`src/include/ldq_consts.svh`:
```
`ifndef LDQ_CONSTS_SVH
`define LDQ_CONSTS_SVH

// load queue
`define LDQ_SIZE    8
`define LDQ_IDX_W   3

// commit and rename ids
`define CMT_ID_W    6
`define RNID_W      6

// branch tracking
`define BRTAG_W     2
`define BR_MASK_W   4

// neighbour queues seen by the load queue
`define STQ_SIZE    8
`define LRQ_SIZE    4

// writeback ports into the queue
`define PHY_WR_NUM  2

`define VADDR_W     32

// sign-extended offset carried with a dispatched load
`define IMM_W       12

`endif

```
`src/logic/core_pkg.sv`:
```
`include "ldq_consts.svh"

package core_pkg;

  // load leaving rename
  typedef struct packed {
    logic                  rs1_valid;
    logic [`RNID_W-1:0]    rs1_rnid;
    logic                  rs2_valid;
    logic [`RNID_W-1:0]    rs2_rnid;
    logic [`BR_MASK_W-1:0] br_mask;
    logic [`CMT_ID_W-1:0]  cmt_id;
    logic [`IMM_W-1:0]     imm;
  } disp_t;

  // one physical register writeback port
  typedef struct packed {
    logic               valid;
    logic [`RNID_W-1:0] rnid;
  } phy_wr_t;

  typedef struct packed {
    logic                 commit;
    logic [`CMT_ID_W-1:0] cmt_id;
  } commit_t;

  // dead means the branch itself was killed
  typedef struct packed {
    logic                update;
    logic                mispredict;
    logic                dead;
    logic [`BRTAG_W-1:0] brtag;
  } br_upd_t;

endpackage

```
`src/logic/lsu_pkg.sv`:
```
`include "ldq_consts.svh"

package lsu_pkg;

  typedef enum logic [3:0] {
    INIT,
    ISSUE_WAIT,
    ISSUED,
    TLB_HAZ,
    EX2_RUN,
    LRQ_HAZ,
    STQ_HAZ,
    EX3_DONE,
    WAIT_COMPLETE,
    DEAD
  } ldq_state_t;

  typedef enum logic [2:0] {
    NONE,
    L1D_CONFLICT,
    LRQ_CONFLICT,
    LRQ_FULL,
    LRQ_ASSIGNED,
    STQ_DEPEND
  } hazard_t;

  // meaning depends on hazard_t
  typedef union packed {
    logic [`STQ_SIZE-1:0] stq_mask;
    struct packed {
      logic [`STQ_SIZE-`LRQ_SIZE-1:0] rsvd;
      logic [`LRQ_SIZE-1:0]           index_oh;
    } lrq;
  } haz_info_u;

  typedef struct packed {
    logic                  valid;
    logic [`LDQ_IDX_W-1:0] index;
    logic                  tlb_miss;
    logic                  except_valid;
    logic [`VADDR_W-1:0]   vaddr;
  } ex1_update_t;

  typedef struct packed {
    logic                  valid;
    logic [`LDQ_IDX_W-1:0] index;
    hazard_t               hazard;
    haz_info_u             haz_info;
  } ex2_update_t;

  typedef struct packed {
    logic                 valid;
    logic [`LRQ_SIZE-1:0] index_oh;
  } lrq_resolve_t;

  typedef struct packed {
    logic                 valid;
    logic [`STQ_SIZE-1:0] index_oh;
  } stq_resolve_t;

  typedef struct packed {
    logic                  is_valid;
    ldq_state_t            state;
    logic [`CMT_ID_W-1:0]  cmt_id;
    logic [`BR_MASK_W-1:0] br_mask;
    logic                  rs1_valid;
    logic                  rs1_ready;
    logic                  rs2_valid;
    logic                  rs2_ready;
    logic [`VADDR_W-1:0]   vaddr;
    logic                  except_valid;
    logic [`LRQ_SIZE-1:0]  lrq_haz_oh;
    logic [`STQ_SIZE-1:0]  stq_haz_mask;
  } ldq_entry_t;

endpackage

```
`src/logic/ldq_operand_wakeup.sv`:
```
`timescale 1ns/1ps
`include "ldq_consts.svh"

module ldq_operand_wakeup (
  input  logic               i_clk,
  input  logic               i_reset_n,
  input  logic               i_load,
  input  logic               i_valid,
  input  logic [`RNID_W-1:0] i_rnid,
  input  core_pkg::phy_wr_t  i_phy_wr [`PHY_WR_NUM],
  output logic               o_ready
);

  logic               r_ready;
  logic [`RNID_W-1:0] r_rnid;
  logic [`RNID_W-1:0] w_rnid;
  logic               w_hit;

  assign w_rnid = i_load ? i_rnid : r_rnid;  // compare new tag in the load cycle

  always_comb begin
    w_hit = 1'b0;
    for (int b = 0; b < `PHY_WR_NUM; b++) begin
      w_hit = w_hit | (i_phy_wr[b].valid & (i_phy_wr[b].rnid == w_rnid));
    end
  end

  // unused operand counts as ready
  assign o_ready = i_load ? (~i_valid | w_hit) : (r_ready | w_hit);

  always_ff @(posedge i_clk, negedge i_reset_n) begin
    if (!i_reset_n) begin
      r_ready <= 1'b0;
    end else begin
      r_ready <= o_ready;
    end
  end

  always_ff @(posedge i_clk) begin
    if (i_load) begin
      r_rnid <= i_rnid;
    end
  end

endmodule

```
`src/logic/ldq_pick.sv`:
```
`timescale 1ns/1ps
`include "ldq_consts.svh"

module ldq_pick (
  input  logic [`LDQ_SIZE-1:0]  i_ready,
  output logic                  o_valid,
  output logic [`LDQ_SIZE-1:0]  o_picked_oh,
  output logic [`LDQ_IDX_W-1:0] o_idx
);

  assign o_valid = |i_ready;

  // isolate lowest set bit
  assign o_picked_oh = i_ready & ~(i_ready - `LDQ_SIZE'(1));

  // one-hot to binary
  always_comb begin
    o_idx = '0;
    for (int i = 0; i < `LDQ_SIZE; i++) begin
      if (o_picked_oh[i]) begin
        o_idx = o_idx | `LDQ_IDX_W'(i);
      end
    end
  end

endmodule

```
`src/logic/ldq_entry.sv`:
```
`timescale 1ns/1ps
`include "ldq_consts.svh"

module ldq_entry (
  input  logic                  i_clk,
  input  logic                  i_reset_n,
  input  logic                  i_disp_load,
  input  core_pkg::disp_t       i_disp,
  input  core_pkg::phy_wr_t     i_phy_wr [`PHY_WR_NUM],
  input  logic                  i_ex1_valid,
  input  lsu_pkg::ex1_update_t  i_ex1,
  input  logic                  i_ex2_valid,
  input  lsu_pkg::ex2_update_t  i_ex2,
  input  logic                  i_tlb_resolve,
  input  lsu_pkg::lrq_resolve_t i_lrq_resolve,
  input  lsu_pkg::stq_resolve_t i_stq_resolve,
  input  core_pkg::commit_t     i_commit,
  input  core_pkg::br_upd_t     i_br_upd,
  input  logic                  i_picked,
  output lsu_pkg::ldq_entry_t   o_entry,
  output logic                  o_ready,
  output logic                  o_finish
);
  import lsu_pkg::*;

  ldq_entry_t           r_entry;
  ldq_entry_t           w_entry_next;
  logic                 w_rs1_ready;
  logic                 w_rs2_ready;
  logic                 w_br_kill;
  logic                 w_br_flush;
  logic                 w_disp_br_flush;
  logic                 w_cmt_hit;
  logic                 w_lrq_match;
  logic [`STQ_SIZE-1:0] w_stq_clr;
  logic [`STQ_SIZE-1:0] w_stq_mask_next;
  logic [`STQ_SIZE-1:0] w_stq_mask_new;

  ldq_operand_wakeup u_rs1_wakeup (
    .i_clk     (i_clk),
    .i_reset_n (i_reset_n),
    .i_load    (i_disp_load),
    .i_valid   (i_disp.rs1_valid),
    .i_rnid    (i_disp.rs1_rnid),
    .i_phy_wr  (i_phy_wr),
    .o_ready   (w_rs1_ready)
  );

  ldq_operand_wakeup u_rs2_wakeup (
    .i_clk     (i_clk),
    .i_reset_n (i_reset_n),
    .i_load    (i_disp_load),
    .i_valid   (i_disp.rs2_valid),
    .i_rnid    (i_disp.rs2_rnid),
    .i_phy_wr  (i_phy_wr),
    .o_ready   (w_rs2_ready)
  );

  assign o_entry = r_entry;

  // live mispredict only
  assign w_br_kill       = i_br_upd.update & i_br_upd.mispredict & ~i_br_upd.dead;
  assign w_br_flush      = w_br_kill & r_entry.is_valid & r_entry.br_mask[i_br_upd.brtag];
  assign w_disp_br_flush = w_br_kill & i_disp.br_mask[i_br_upd.brtag];

  assign w_cmt_hit = i_commit.commit & (i_commit.cmt_id == r_entry.cmt_id);

  // hazard info decode
  assign w_lrq_match = i_lrq_resolve.valid &
                       (i_lrq_resolve.index_oh == i_ex2.haz_info.lrq.index_oh);

  assign w_stq_clr       = i_stq_resolve.valid ? i_stq_resolve.index_oh : '0;
  assign w_stq_mask_next = r_entry.stq_haz_mask & ~w_stq_clr;
  assign w_stq_mask_new  = i_ex2.haz_info.stq_mask & ~w_stq_clr;  // same-cycle store resolve

  // readiness is registered so a wakeup issues one cycle later
  assign o_ready = (r_entry.state == ISSUE_WAIT) & ~w_br_flush &
                   (~r_entry.rs1_valid | r_entry.rs1_ready) &
                   (~r_entry.rs2_valid | r_entry.rs2_ready);

  assign o_finish = w_cmt_hit & ((r_entry.state == WAIT_COMPLETE) | (r_entry.state == DEAD));

  always_comb begin
    w_entry_next = r_entry;

    case (r_entry.state)
      INIT: begin
        if (i_disp_load) begin
          w_entry_next.is_valid     = 1'b1;
          w_entry_next.state        = w_disp_br_flush ? DEAD : ISSUE_WAIT;
          w_entry_next.cmt_id       = i_disp.cmt_id;
          w_entry_next.br_mask      = i_disp.br_mask;
          w_entry_next.rs1_valid    = i_disp.rs1_valid;
          w_entry_next.rs2_valid    = i_disp.rs2_valid;
          w_entry_next.vaddr        = '0;
          w_entry_next.except_valid = 1'b0;
          w_entry_next.lrq_haz_oh   = '0;
          w_entry_next.stq_haz_mask = '0;
        end
      end
      ISSUE_WAIT: begin
        if (w_br_flush) begin
          w_entry_next.state = DEAD;
        end else if (o_ready & i_picked) begin
          w_entry_next.state = ISSUED;
        end
      end
      ISSUED: begin
        if (w_br_flush) begin
          w_entry_next.state = DEAD;
        end else if (i_ex1_valid) begin
          w_entry_next.state        = i_ex1.tlb_miss ? TLB_HAZ : EX2_RUN;
          w_entry_next.except_valid = i_ex1.except_valid;
          w_entry_next.vaddr        = i_ex1.vaddr;
        end
      end
      TLB_HAZ: begin
        if (w_br_flush) begin
          w_entry_next.state = DEAD;
        end else if (i_tlb_resolve) begin
          w_entry_next.state = ISSUE_WAIT;
        end
      end
      EX2_RUN: begin
        if (w_br_flush) begin
          w_entry_next.state = DEAD;
        end else if (i_ex2_valid) begin
          case (i_ex2.hazard)
            L1D_CONFLICT, LRQ_ASSIGNED: w_entry_next.state = ISSUE_WAIT;  // plain replay
            LRQ_CONFLICT, LRQ_FULL: begin
              w_entry_next.state      = w_lrq_match ? ISSUE_WAIT : LRQ_HAZ;
              w_entry_next.lrq_haz_oh = i_ex2.haz_info.lrq.index_oh;
            end
            STQ_DEPEND: begin
              w_entry_next.state        = STQ_HAZ;
              w_entry_next.stq_haz_mask = w_stq_mask_new;
            end
            default: w_entry_next.state = EX3_DONE;
          endcase
        end
      end
      LRQ_HAZ: begin
        if (w_br_flush) begin
          w_entry_next.state = DEAD;
        end else if (i_lrq_resolve.valid &&
                     i_lrq_resolve.index_oh == r_entry.lrq_haz_oh) begin
          w_entry_next.state = ISSUE_WAIT;
        end
      end
      STQ_HAZ: begin
        if (w_br_flush) begin
          w_entry_next.state = DEAD;
        end else begin
          w_entry_next.stq_haz_mask = w_stq_mask_next;
          if (w_stq_mask_next == '0) begin
            w_entry_next.state = ISSUE_WAIT;
          end
        end
      end
      EX3_DONE: begin
        w_entry_next.state = w_br_flush ? DEAD : WAIT_COMPLETE;
      end
      WAIT_COMPLETE, DEAD: begin
        if (w_cmt_hit) begin
          w_entry_next.state    = INIT;
          w_entry_next.is_valid = 1'b0;
        end else if (w_br_flush) begin
          w_entry_next.state = DEAD;
        end
      end
      default: w_entry_next.state = INIT;
    endcase

    w_entry_next.rs1_ready = w_rs1_ready;
    w_entry_next.rs2_ready = w_rs2_ready;

    // resolved tag is free for reuse
    if (i_br_upd.update) begin
      w_entry_next.br_mask[i_br_upd.brtag] = 1'b0;
    end
  end

  always_ff @(posedge i_clk, negedge i_reset_n) begin
    if (!i_reset_n) begin
      r_entry.is_valid <= 1'b0;
      r_entry.state    <= INIT;
    end else begin
      r_entry <= w_entry_next;
    end
  end

endmodule

```
`src/logic/ldq_top.sv`:
```
`timescale 1ns/1ps
`include "ldq_consts.svh"

module ldq_top (
  input  logic                  i_clk,
  input  logic                  i_reset_n,
  input  logic                  i_disp_valid,
  input  core_pkg::disp_t       i_disp,
  input  core_pkg::phy_wr_t     i_phy_wr [`PHY_WR_NUM],
  input  lsu_pkg::ex1_update_t  i_ex1,
  input  lsu_pkg::ex2_update_t  i_ex2,
  input  logic                  i_tlb_resolve,
  input  lsu_pkg::lrq_resolve_t i_lrq_resolve,
  input  lsu_pkg::stq_resolve_t i_stq_resolve,
  input  core_pkg::commit_t     i_commit,
  input  core_pkg::br_upd_t     i_br_upd,
  output logic                  o_disp_full,
  output logic                  o_issue_valid,
  output logic [`LDQ_IDX_W-1:0] o_issue_idx,
  output logic                  o_finish_valid,
  output logic [`LDQ_IDX_W-1:0] o_finish_idx
);
  import lsu_pkg::*;

  ldq_entry_t          w_entries [`LDQ_SIZE];
  logic [`LDQ_SIZE-1:0] w_valid;
  logic [`LDQ_SIZE-1:0] w_free_oh;
  logic [`LDQ_SIZE-1:0] w_disp_load;
  logic [`LDQ_SIZE-1:0] w_ex1_hit;
  logic [`LDQ_SIZE-1:0] w_ex2_hit;
  logic [`LDQ_SIZE-1:0] w_ready;
  logic [`LDQ_SIZE-1:0] w_picked_oh;
  logic [`LDQ_SIZE-1:0] w_finish;

  assign o_disp_full = &w_valid;

  // lowest free slot takes the dispatch
  always_comb begin
    w_free_oh = '0;
    for (int i = `LDQ_SIZE-1; i >= 0; i--) begin
      if (!w_valid[i]) begin
        w_free_oh    = '0;
        w_free_oh[i] = 1'b1;
      end
    end
  end

  for (genvar e = 0; e < `LDQ_SIZE; e++) begin : g_entry
    assign w_valid[e]     = w_entries[e].is_valid;
    assign w_disp_load[e] = i_disp_valid & w_free_oh[e];
    assign w_ex1_hit[e]   = i_ex1.valid & (i_ex1.index == `LDQ_IDX_W'(e));
    assign w_ex2_hit[e]   = i_ex2.valid & (i_ex2.index == `LDQ_IDX_W'(e));

    ldq_entry u_entry (
      .i_clk         (i_clk),
      .i_reset_n     (i_reset_n),
      .i_disp_load   (w_disp_load[e]),
      .i_disp        (i_disp),
      .i_phy_wr      (i_phy_wr),
      .i_ex1_valid   (w_ex1_hit[e]),
      .i_ex1         (i_ex1),
      .i_ex2_valid   (w_ex2_hit[e]),
      .i_ex2         (i_ex2),
      .i_tlb_resolve (i_tlb_resolve),
      .i_lrq_resolve (i_lrq_resolve),
      .i_stq_resolve (i_stq_resolve),
      .i_commit      (i_commit),
      .i_br_upd      (i_br_upd),
      .i_picked      (w_picked_oh[e]),
      .o_entry       (w_entries[e]),
      .o_ready       (w_ready[e]),
      .o_finish      (w_finish[e])
    );
  end

  ldq_pick u_pick (
    .i_ready     (w_ready),
    .o_valid     (o_issue_valid),
    .o_picked_oh (w_picked_oh),
    .o_idx       (o_issue_idx)
  );

  assign o_finish_valid = |w_finish;

  always_comb begin
    o_finish_idx = '0;
    for (int i = `LDQ_SIZE-1; i >= 0; i--) begin
      if (w_finish[i]) begin
        o_finish_idx = `LDQ_IDX_W'(i);  // lowest wins
      end
    end
  end

endmodule

```
`config.mk`:
```
export PLATFORM = sky130hd
export DESIGN_NAME = ldq_top
export DESIGN_NICKNAME = d
export VERILOG_FILES = /design/src/logic/core_pkg.sv /design/src/logic/lsu_pkg.sv /design/src/logic/ldq_operand_wakeup.sv /design/src/logic/ldq_pick.sv /design/src/logic/ldq_entry.sv /design/src/logic/ldq_top.sv
export VERILOG_INCLUDE_DIRS = /design/src /design/src/include
export SDC_FILE = /design/constraint.sdc
export NUM_CORES = 1
export LEC_CHECK = 0
export ABC_CLOCK_PERIOD_IN_PS = 13100
export BUFFER_PORTS_ARGS = -buffer_cell sky130_fd_sc_hd__buf_2
export CORE_MARGIN = 8
export CORE_UTILIZATION = 65
export CTS_CLUSTER_SIZE = 20
export DETAILED_ROUTE_END_ITERATION = 7
export GPL_TIMING_DRIVEN = 0
export PLACE_DENSITY = 0.84
export SYNTH_ARGS = -nofsm -noshare
export SYNTH_HDL_FRONTEND = slang
export SYNTH_HIERARCHICAL = 1
export SYNTH_SLANG_ARGS = --single-unit
export TNS_END_PERCENT = 20
```
`constraint.sdc`:
```
create_clock -name i_clk -period 13.1 [get_ports i_clk]
set_input_delay 3.93 -clock i_clk [delete_from_list [all_inputs] [get_ports i_clk]]
set_output_delay 3.93 -clock i_clk [all_outputs]
set_load 0.05 [all_outputs]
```
Yosys cells after proc, flatten, opt, wreduce, memory -nomap -nowiden:

Cells that the tools add are included.

* bits in registers: 360
* input bits: 133
* output and inout bits: 9
* word-level logic and storage cells: 1006

* $add $sub $neg: 1
* $lt $le $gt $ge: 2
* eq/ne operators: 252
* multiplexer cells: 291
* bitwise operators: 244
* reduce and logical (&&, ||, !) cells: 104

Operators with widths (count)
* $mux 4: 115
* $mux 12: 24
* $pmux 4 s9: 8
* $eq 6x6->1: 40
* $pmux 8 s3: 8
* $mux 8: 18
* $eq 4x3->1 const B: 32
* $mux 16: 8
* $and 1x1->1: 124
* $ne 3x1->1 const B: 40
* $mux 6: 16
* $and 8x8->8: 10
* $ne 2x2->1 const B: 40
* $or 1x1->1: 72
* $reduce_and 8->1: 9
* $eq 4x2->1 const B: 16
* $eq 4x4->1 const B: 16
* $logic_not 8->1: 8
* $pmux 4 s2: 8
* $reduce_and 7->1: 8
* $ne 3x2->1 const B: 16
* $reduce_and 3->1: 16
* $reduce_and 6->1: 8
* $mux 1: 43
* 27 further kinds: 191

Logic depth before layout (Yosys ltp):

* word-level depth: 18
* mapped depth: 11
* mapped depth without buffers: 10

Modules after synthesis:

Netlist, hierarchy kept.

By module, submodules not included
* ldq_entry at g_entry[3].u_entry ...: times used 5, cells an instance 246, area each 3096.7 µm², sequential area each 1896.8 µm²
* ldq_operand_wakeup: times used 16, cells an instance 39, area each 406.6 µm², sequential area each 145.1 µm²
* ldq_entry at g_entry[1].u_entry ...: times used 2, cells an instance 248, area each 3105.5 µm², sequential area each 1896.8 µm²
* ldq_entry at g_entry[0].u_entry: times used 1, cells an instance 246, area each 3166.8 µm², sequential area each 1896.8 µm²
* ldq_top: times used 1, cells an instance 55, area each 297.8 µm², sequential area each 0.0 µm²
* ldq_pick: times used 1, cells an instance 24, area each 146.4 µm², sequential area each 0.0 µm²

Worst setup path after synthesis:

No wires, ideal clock.

* kind: in2out
* start point: in i_commit[2] (netlist name)
* end point: out o_finish_idx[0]
* arrival: 6160 ps
* required time: 9170 ps
* path slack: 3010 ps
* stages: 6
* buffers on the path: 0
* cells stage by stage: xnor2_1 > nand4_1 > nor4_1 > and2_1 > a21oi_1 > o41ai_1

* word-level cells in the longest chain between the ends: 11
* elaborated cells on any way between the ends: 32
* classes of those cells: 8 x eq/ne; 8 x mux; 16 x bitwise

Ends and longest elaborated chain
* start, declared: RTL line ldq_top.sv:15 `input core_pkg::commit_t i_commit,`
* $eq 6x6->1: RTL line ldq_entry.sv:66 `assign w_cmt_hit = i_commit.commit & (i_commit.cmt_id == r_entry.cmt_id);`
* $and 1x1->1: RTL line ldq_entry.sv:66
* $and 1x1->1: RTL line ldq_entry.sv:81 `assign o_finish = w_cmt_hit & ((r_entry.state == WAIT_COMPLETE) | (r_entry.state == DEAD));`
* net w_finish[7]: RTL line ldq_top.sv:33 `` logic [`LDQ_SIZE-1:0] w_finish; ``
* $mux 3 (8 in a row): RTL line ldq_top.sv:88 `if (w_finish[i]) begin`
* end, declared: RTL line ldq_top.sv:21 `` output logic [`LDQ_IDX_W-1:0] o_finish_idx ``

The timed path passes the listed nets, and every way through them passes these cells.

Worst setup path after layout:

* start point: in i_br_upd[0] (netlist name)
* end point: out o_issue_idx[0]

* elaborated cells on any way between the ends: 66
* classes of those cells: 1 x add/sub; 23 x mux; 42 x bitwise

RTL lines
* start, declared: RTL line ldq_top.sv:16 `input core_pkg::br_upd_t i_br_upd,`
* $bmux 1 s2 (*): RTL line ldq_entry.sv:63 `assign w_br_flush = w_br_kill & r_entry.is_valid & r_entry.br_mask[i_br_upd.brtag];`
* $mux 1 (implied by the code) (*): RTL line ldq_entry.sv:63
* $and 1x1->1 (*): RTL line ldq_entry.sv:63
* $not 1->1 (*): RTL line ldq_entry.sv:77 `assign o_ready = (r_entry.state == ISSUE_WAIT) & ~w_br_flush &`
* $and 1x1->1 (*) (2 in a row): RTL line ldq_entry.sv:77
* $and 1x1->1 (*): RTL line ldq_entry.sv:78 `(~r_entry.rs1_valid | r_entry.rs1_ready) &`
* net w_ready[3]: RTL line ldq_top.sv:31 `` logic [`LDQ_SIZE-1:0] w_ready; ``
* $sub 8x1->8: RTL line ldq_pick.sv:14 `` assign o_picked_oh = i_ready & ~(i_ready - `LDQ_SIZE'(1)); ``
* $not 8->8: RTL line ldq_pick.sv:14
* $and 8x8->8 (*): RTL line ldq_pick.sv:14
* $mux 2: RTL line ldq_pick.sv:20 `if (o_picked_oh[i]) begin`
* $mux 3 (3 in a row): RTL line ldq_pick.sv:20
* $mux 3 (*): RTL line ldq_pick.sv:20
* end, declared: RTL line ldq_top.sv:19 `` output logic [`LDQ_IDX_W-1:0] o_issue_idx, ``

The timed path passes the listed nets; every way through them passes the cells marked *. The select of a mux whose other input is x is not followed.

==> results by group <==
Clock tree
  • Worst-path clk slew: 0.06 ns
  • H-tree depth: 2
  • CTS Buffer Depth: 3
  • Clock root cell: clkbuf_16
  • CTS tree: built
  • CTS-repair resized insts: 0
  • Clk sink count: 360
  • Clock latency at the later pin of the worst-skew pair: 0.55 ns
  • # Post-CTS Setup Buffers: 0
  • Num CTS Buffers: 40
  • Hold_buf cts: 0

Critical path
  • Critical Path Start Type: input pin
  • Worst reg2reg path endpoint: g_entry[3].u_entry/o_entry[46]$_DFFE_PP_
  • Largest fanout on the critical path: 40
  • Setup Crit Path Kind: in2out
  • Req. time, crit path: 9.17 ns
  • Crit path DAT: 6.74 ns
  • R2R cell count: 4
  • Setup crit end kind: primary output
  • R2r setup slk: 9.42 ns
  • RR Startpoint: g_entry[0].u_entry/o_entry[63]$_DFFE_PN0P_

Power and ir drop
  • PwrDens: 124.6 nW/µm²
  • Switching share of total power: 0.2765
  • Internal Power: 2.204 mW
  • Total Power: 3.047 mW
  • Seq pwr share: 0.431
  • Clock share of power: 0.381
  • Worst VDD drop: 0.1213 mV
  • Comb power frac: 0.188
  • P_leak: 9.663 nW
  • Psw: 0.8423 mW

Placement
  • Placer Congestion: 0.9537
  • Pre-CTS setup slack: 2.466 ns
  • Port Buffer Count: 95
  • Inst Count DP: 2645
  • HPWL Detailed: 42750 µm

Layout
  • Final nets: 2372
  • Share of post-route cells with drive strength above 1: 0.1587
  • Area Overhead vs Synth: 11.04%
  • Final non-filler cell total: 2719

Min path
  • Hold-critical path depth: 2
  • Hold Path Origin: g_entry[5].u_entry/u_rs2_wakeup/r_rnid[5]$_DFF_P_
  • Type of the most critical hold path: reg2reg
  • Sink of the worst hold path: g_entry[5].u_entry/u_rs2_wakeup/r_rnid[5]$_DFF_P_

Die
  • DIE AREA: 40010 µm²
  • Ports: 142
  • Rows: 67
  • Initial Utilization: 0.6581
  • Die height: 200.0 µm
  • CORE AREA: 33450 µm²
  • Die W: 200.0 µm

Timing
  • Setup ws final: 2.434 ns
  • Max Slew Vio Count: 0
  • Final worst path period share: 0.8142
  • Rel. slew slack: 0.07666
  • RSZ-0062 raised after global routing: no
  • Worst Max-Slew Pin Slew: 1.367 ns
  • Final hold violations: 0
  • Sum of negative setup slack: 0 ns
  • Highest Clock Rate: 93.76 MHz
  • Hold slack: 0.4980 ns
  • Min Tclk post-route: 10.67 ns
  • Worst Skew: 0.01815 ns
  • Finish-stage setup viols: 0

GRT
  • First-pass GRT wire length: 94350 µm
  • GRT Overall Usage: 0.3004
  • Overflow after GRT: 0
  • Initial antenna violation count: 1
  • Largest net degree at the start of global routing: 97
  • Vias in the first global route: 17370

Routing
  • Initial DRC Count: 1769
  • Avg WL per Cell: 22.52 µm
  • Antenna-violating nets left: 0
  • Routed wire length: 61220 µm
  • Via/cell ratio: 6.505
  • DR pass1 iterations: 7
  • Drc violations: 0
  • Routed via count: 17690

Synthesis
  • Syn Nets: 2232
  • Cells after Synth: 2099
  • Mapped Area: 22010 µm²
  • Synth Area per Inst: 10.49 µm²
  • Synth Warn #: 6

Outcome
  • Run status: complete, no violations

Run
  • Max cap viols: 0
-- area by class of cell --
cell class / count / area (µm²)
Multi-Input combinational cell: 1494 / 11330
Sequential cell: 360 / 9569
Fill cell: 2232 / 9005
Clock buffer: 48 / 1031
Inverter: 180 / 675.6
Tap cell: 448 / 560.5
Timing Repair Buffer: 98 / 525.5
Buffer: 65 / 445.4
Clock inverter: 24 / 304.0
Antenna cell: 2 / 5.005
-- through the flow --
stage	cell area [µm²]	util
final	24440	0.7308
after global routing	24440	0.7306
after CTS	24440	0.7306
after detailed placement	23100	0.6907
after global placement	23050	0.6891
after floorplan	22010	-
-- metal layers --
metal | GRT usage | share of wire | vias to the layer above
li1 | - | - | 7984
met1 | 0.3767 | 0.39 | 8503
met2 | 0.4928 | 0.47 | 973
met3 | 0.05046 | 0.086 | 226
met4 | 0.1651 | 0.057 | 2
met5 | 0 | 0.00016 | -
-- placed cells by master (no fill, tap or decap), types with 78 or more instances in the layout --
cell and instances:
a21oi_1 130, buf_2 112, dfxtp_1 96, edfxtp_1 208, inv_1 179, mux2i_2 96, nand2b_1 78, nor2_1 108
xnor2_1 156, xor2_1 155
-- sequential cells by signal (all words and copies together), names as in the netlist --
| name | count |
|---|---|
| g_entry.u_entry/u_rs1_wakeup/r_ready | 8 |
| g_entry.u_entry/u_rs2_wakeup/r_rnid | 48 |
| g_entry.u_entry/o_entry | 248 |
| g_entry.u_entry/u_rs2_wakeup/r_ready | 8 |
| g_entry.u_entry/u_rs1_wakeup/r_rnid | 48 |
-- power by group through the flow --
stage	logic (mW)	clock network, mW	registers, mW
floorplan	0.382	0	1.32
CTS	0.563	1.17	1.31
global route	0.617	1.21	1.32
global placement	0.533	0	1.33
detailed placement	0.555	0	1.33
finish	0.574	1.16	1.31
-- worst max-delay path: stages --
cell and delay [ns]:
buf_2 0.68, mux4_2 0.65, nand3_2 0.11, buf_4 0.16, and4_1 0.31, inv_2 0.06
a211oi_1 0.29, a21o_1 0.23, buf_2 0.29
-- worst max-delay path by stage --
| stage | start | end | slack (ns) | cells past startpoint |
|---|---|---|---|---|
| floorplan | i_commit[2] | o_finish_idx[0] | 3.01 | 6 |
| global placement | i_br_upd[0] | o_issue_idx[0] | 2.45 | 9 |
| detailed placement | i_br_upd[0] | o_issue_idx[0] | 2.47 | 9 |
| CTS | i_br_upd[0] | o_issue_idx[0] | 2.45 | 9 |
| global route | i_br_upd[0] | o_issue_idx[0] | 2.33 | 9 |
| finish | i_br_upd[0] | o_issue_idx[0] | 2.43 | 9 |
No activity file was read; power rests on OpenSTA's default activity.
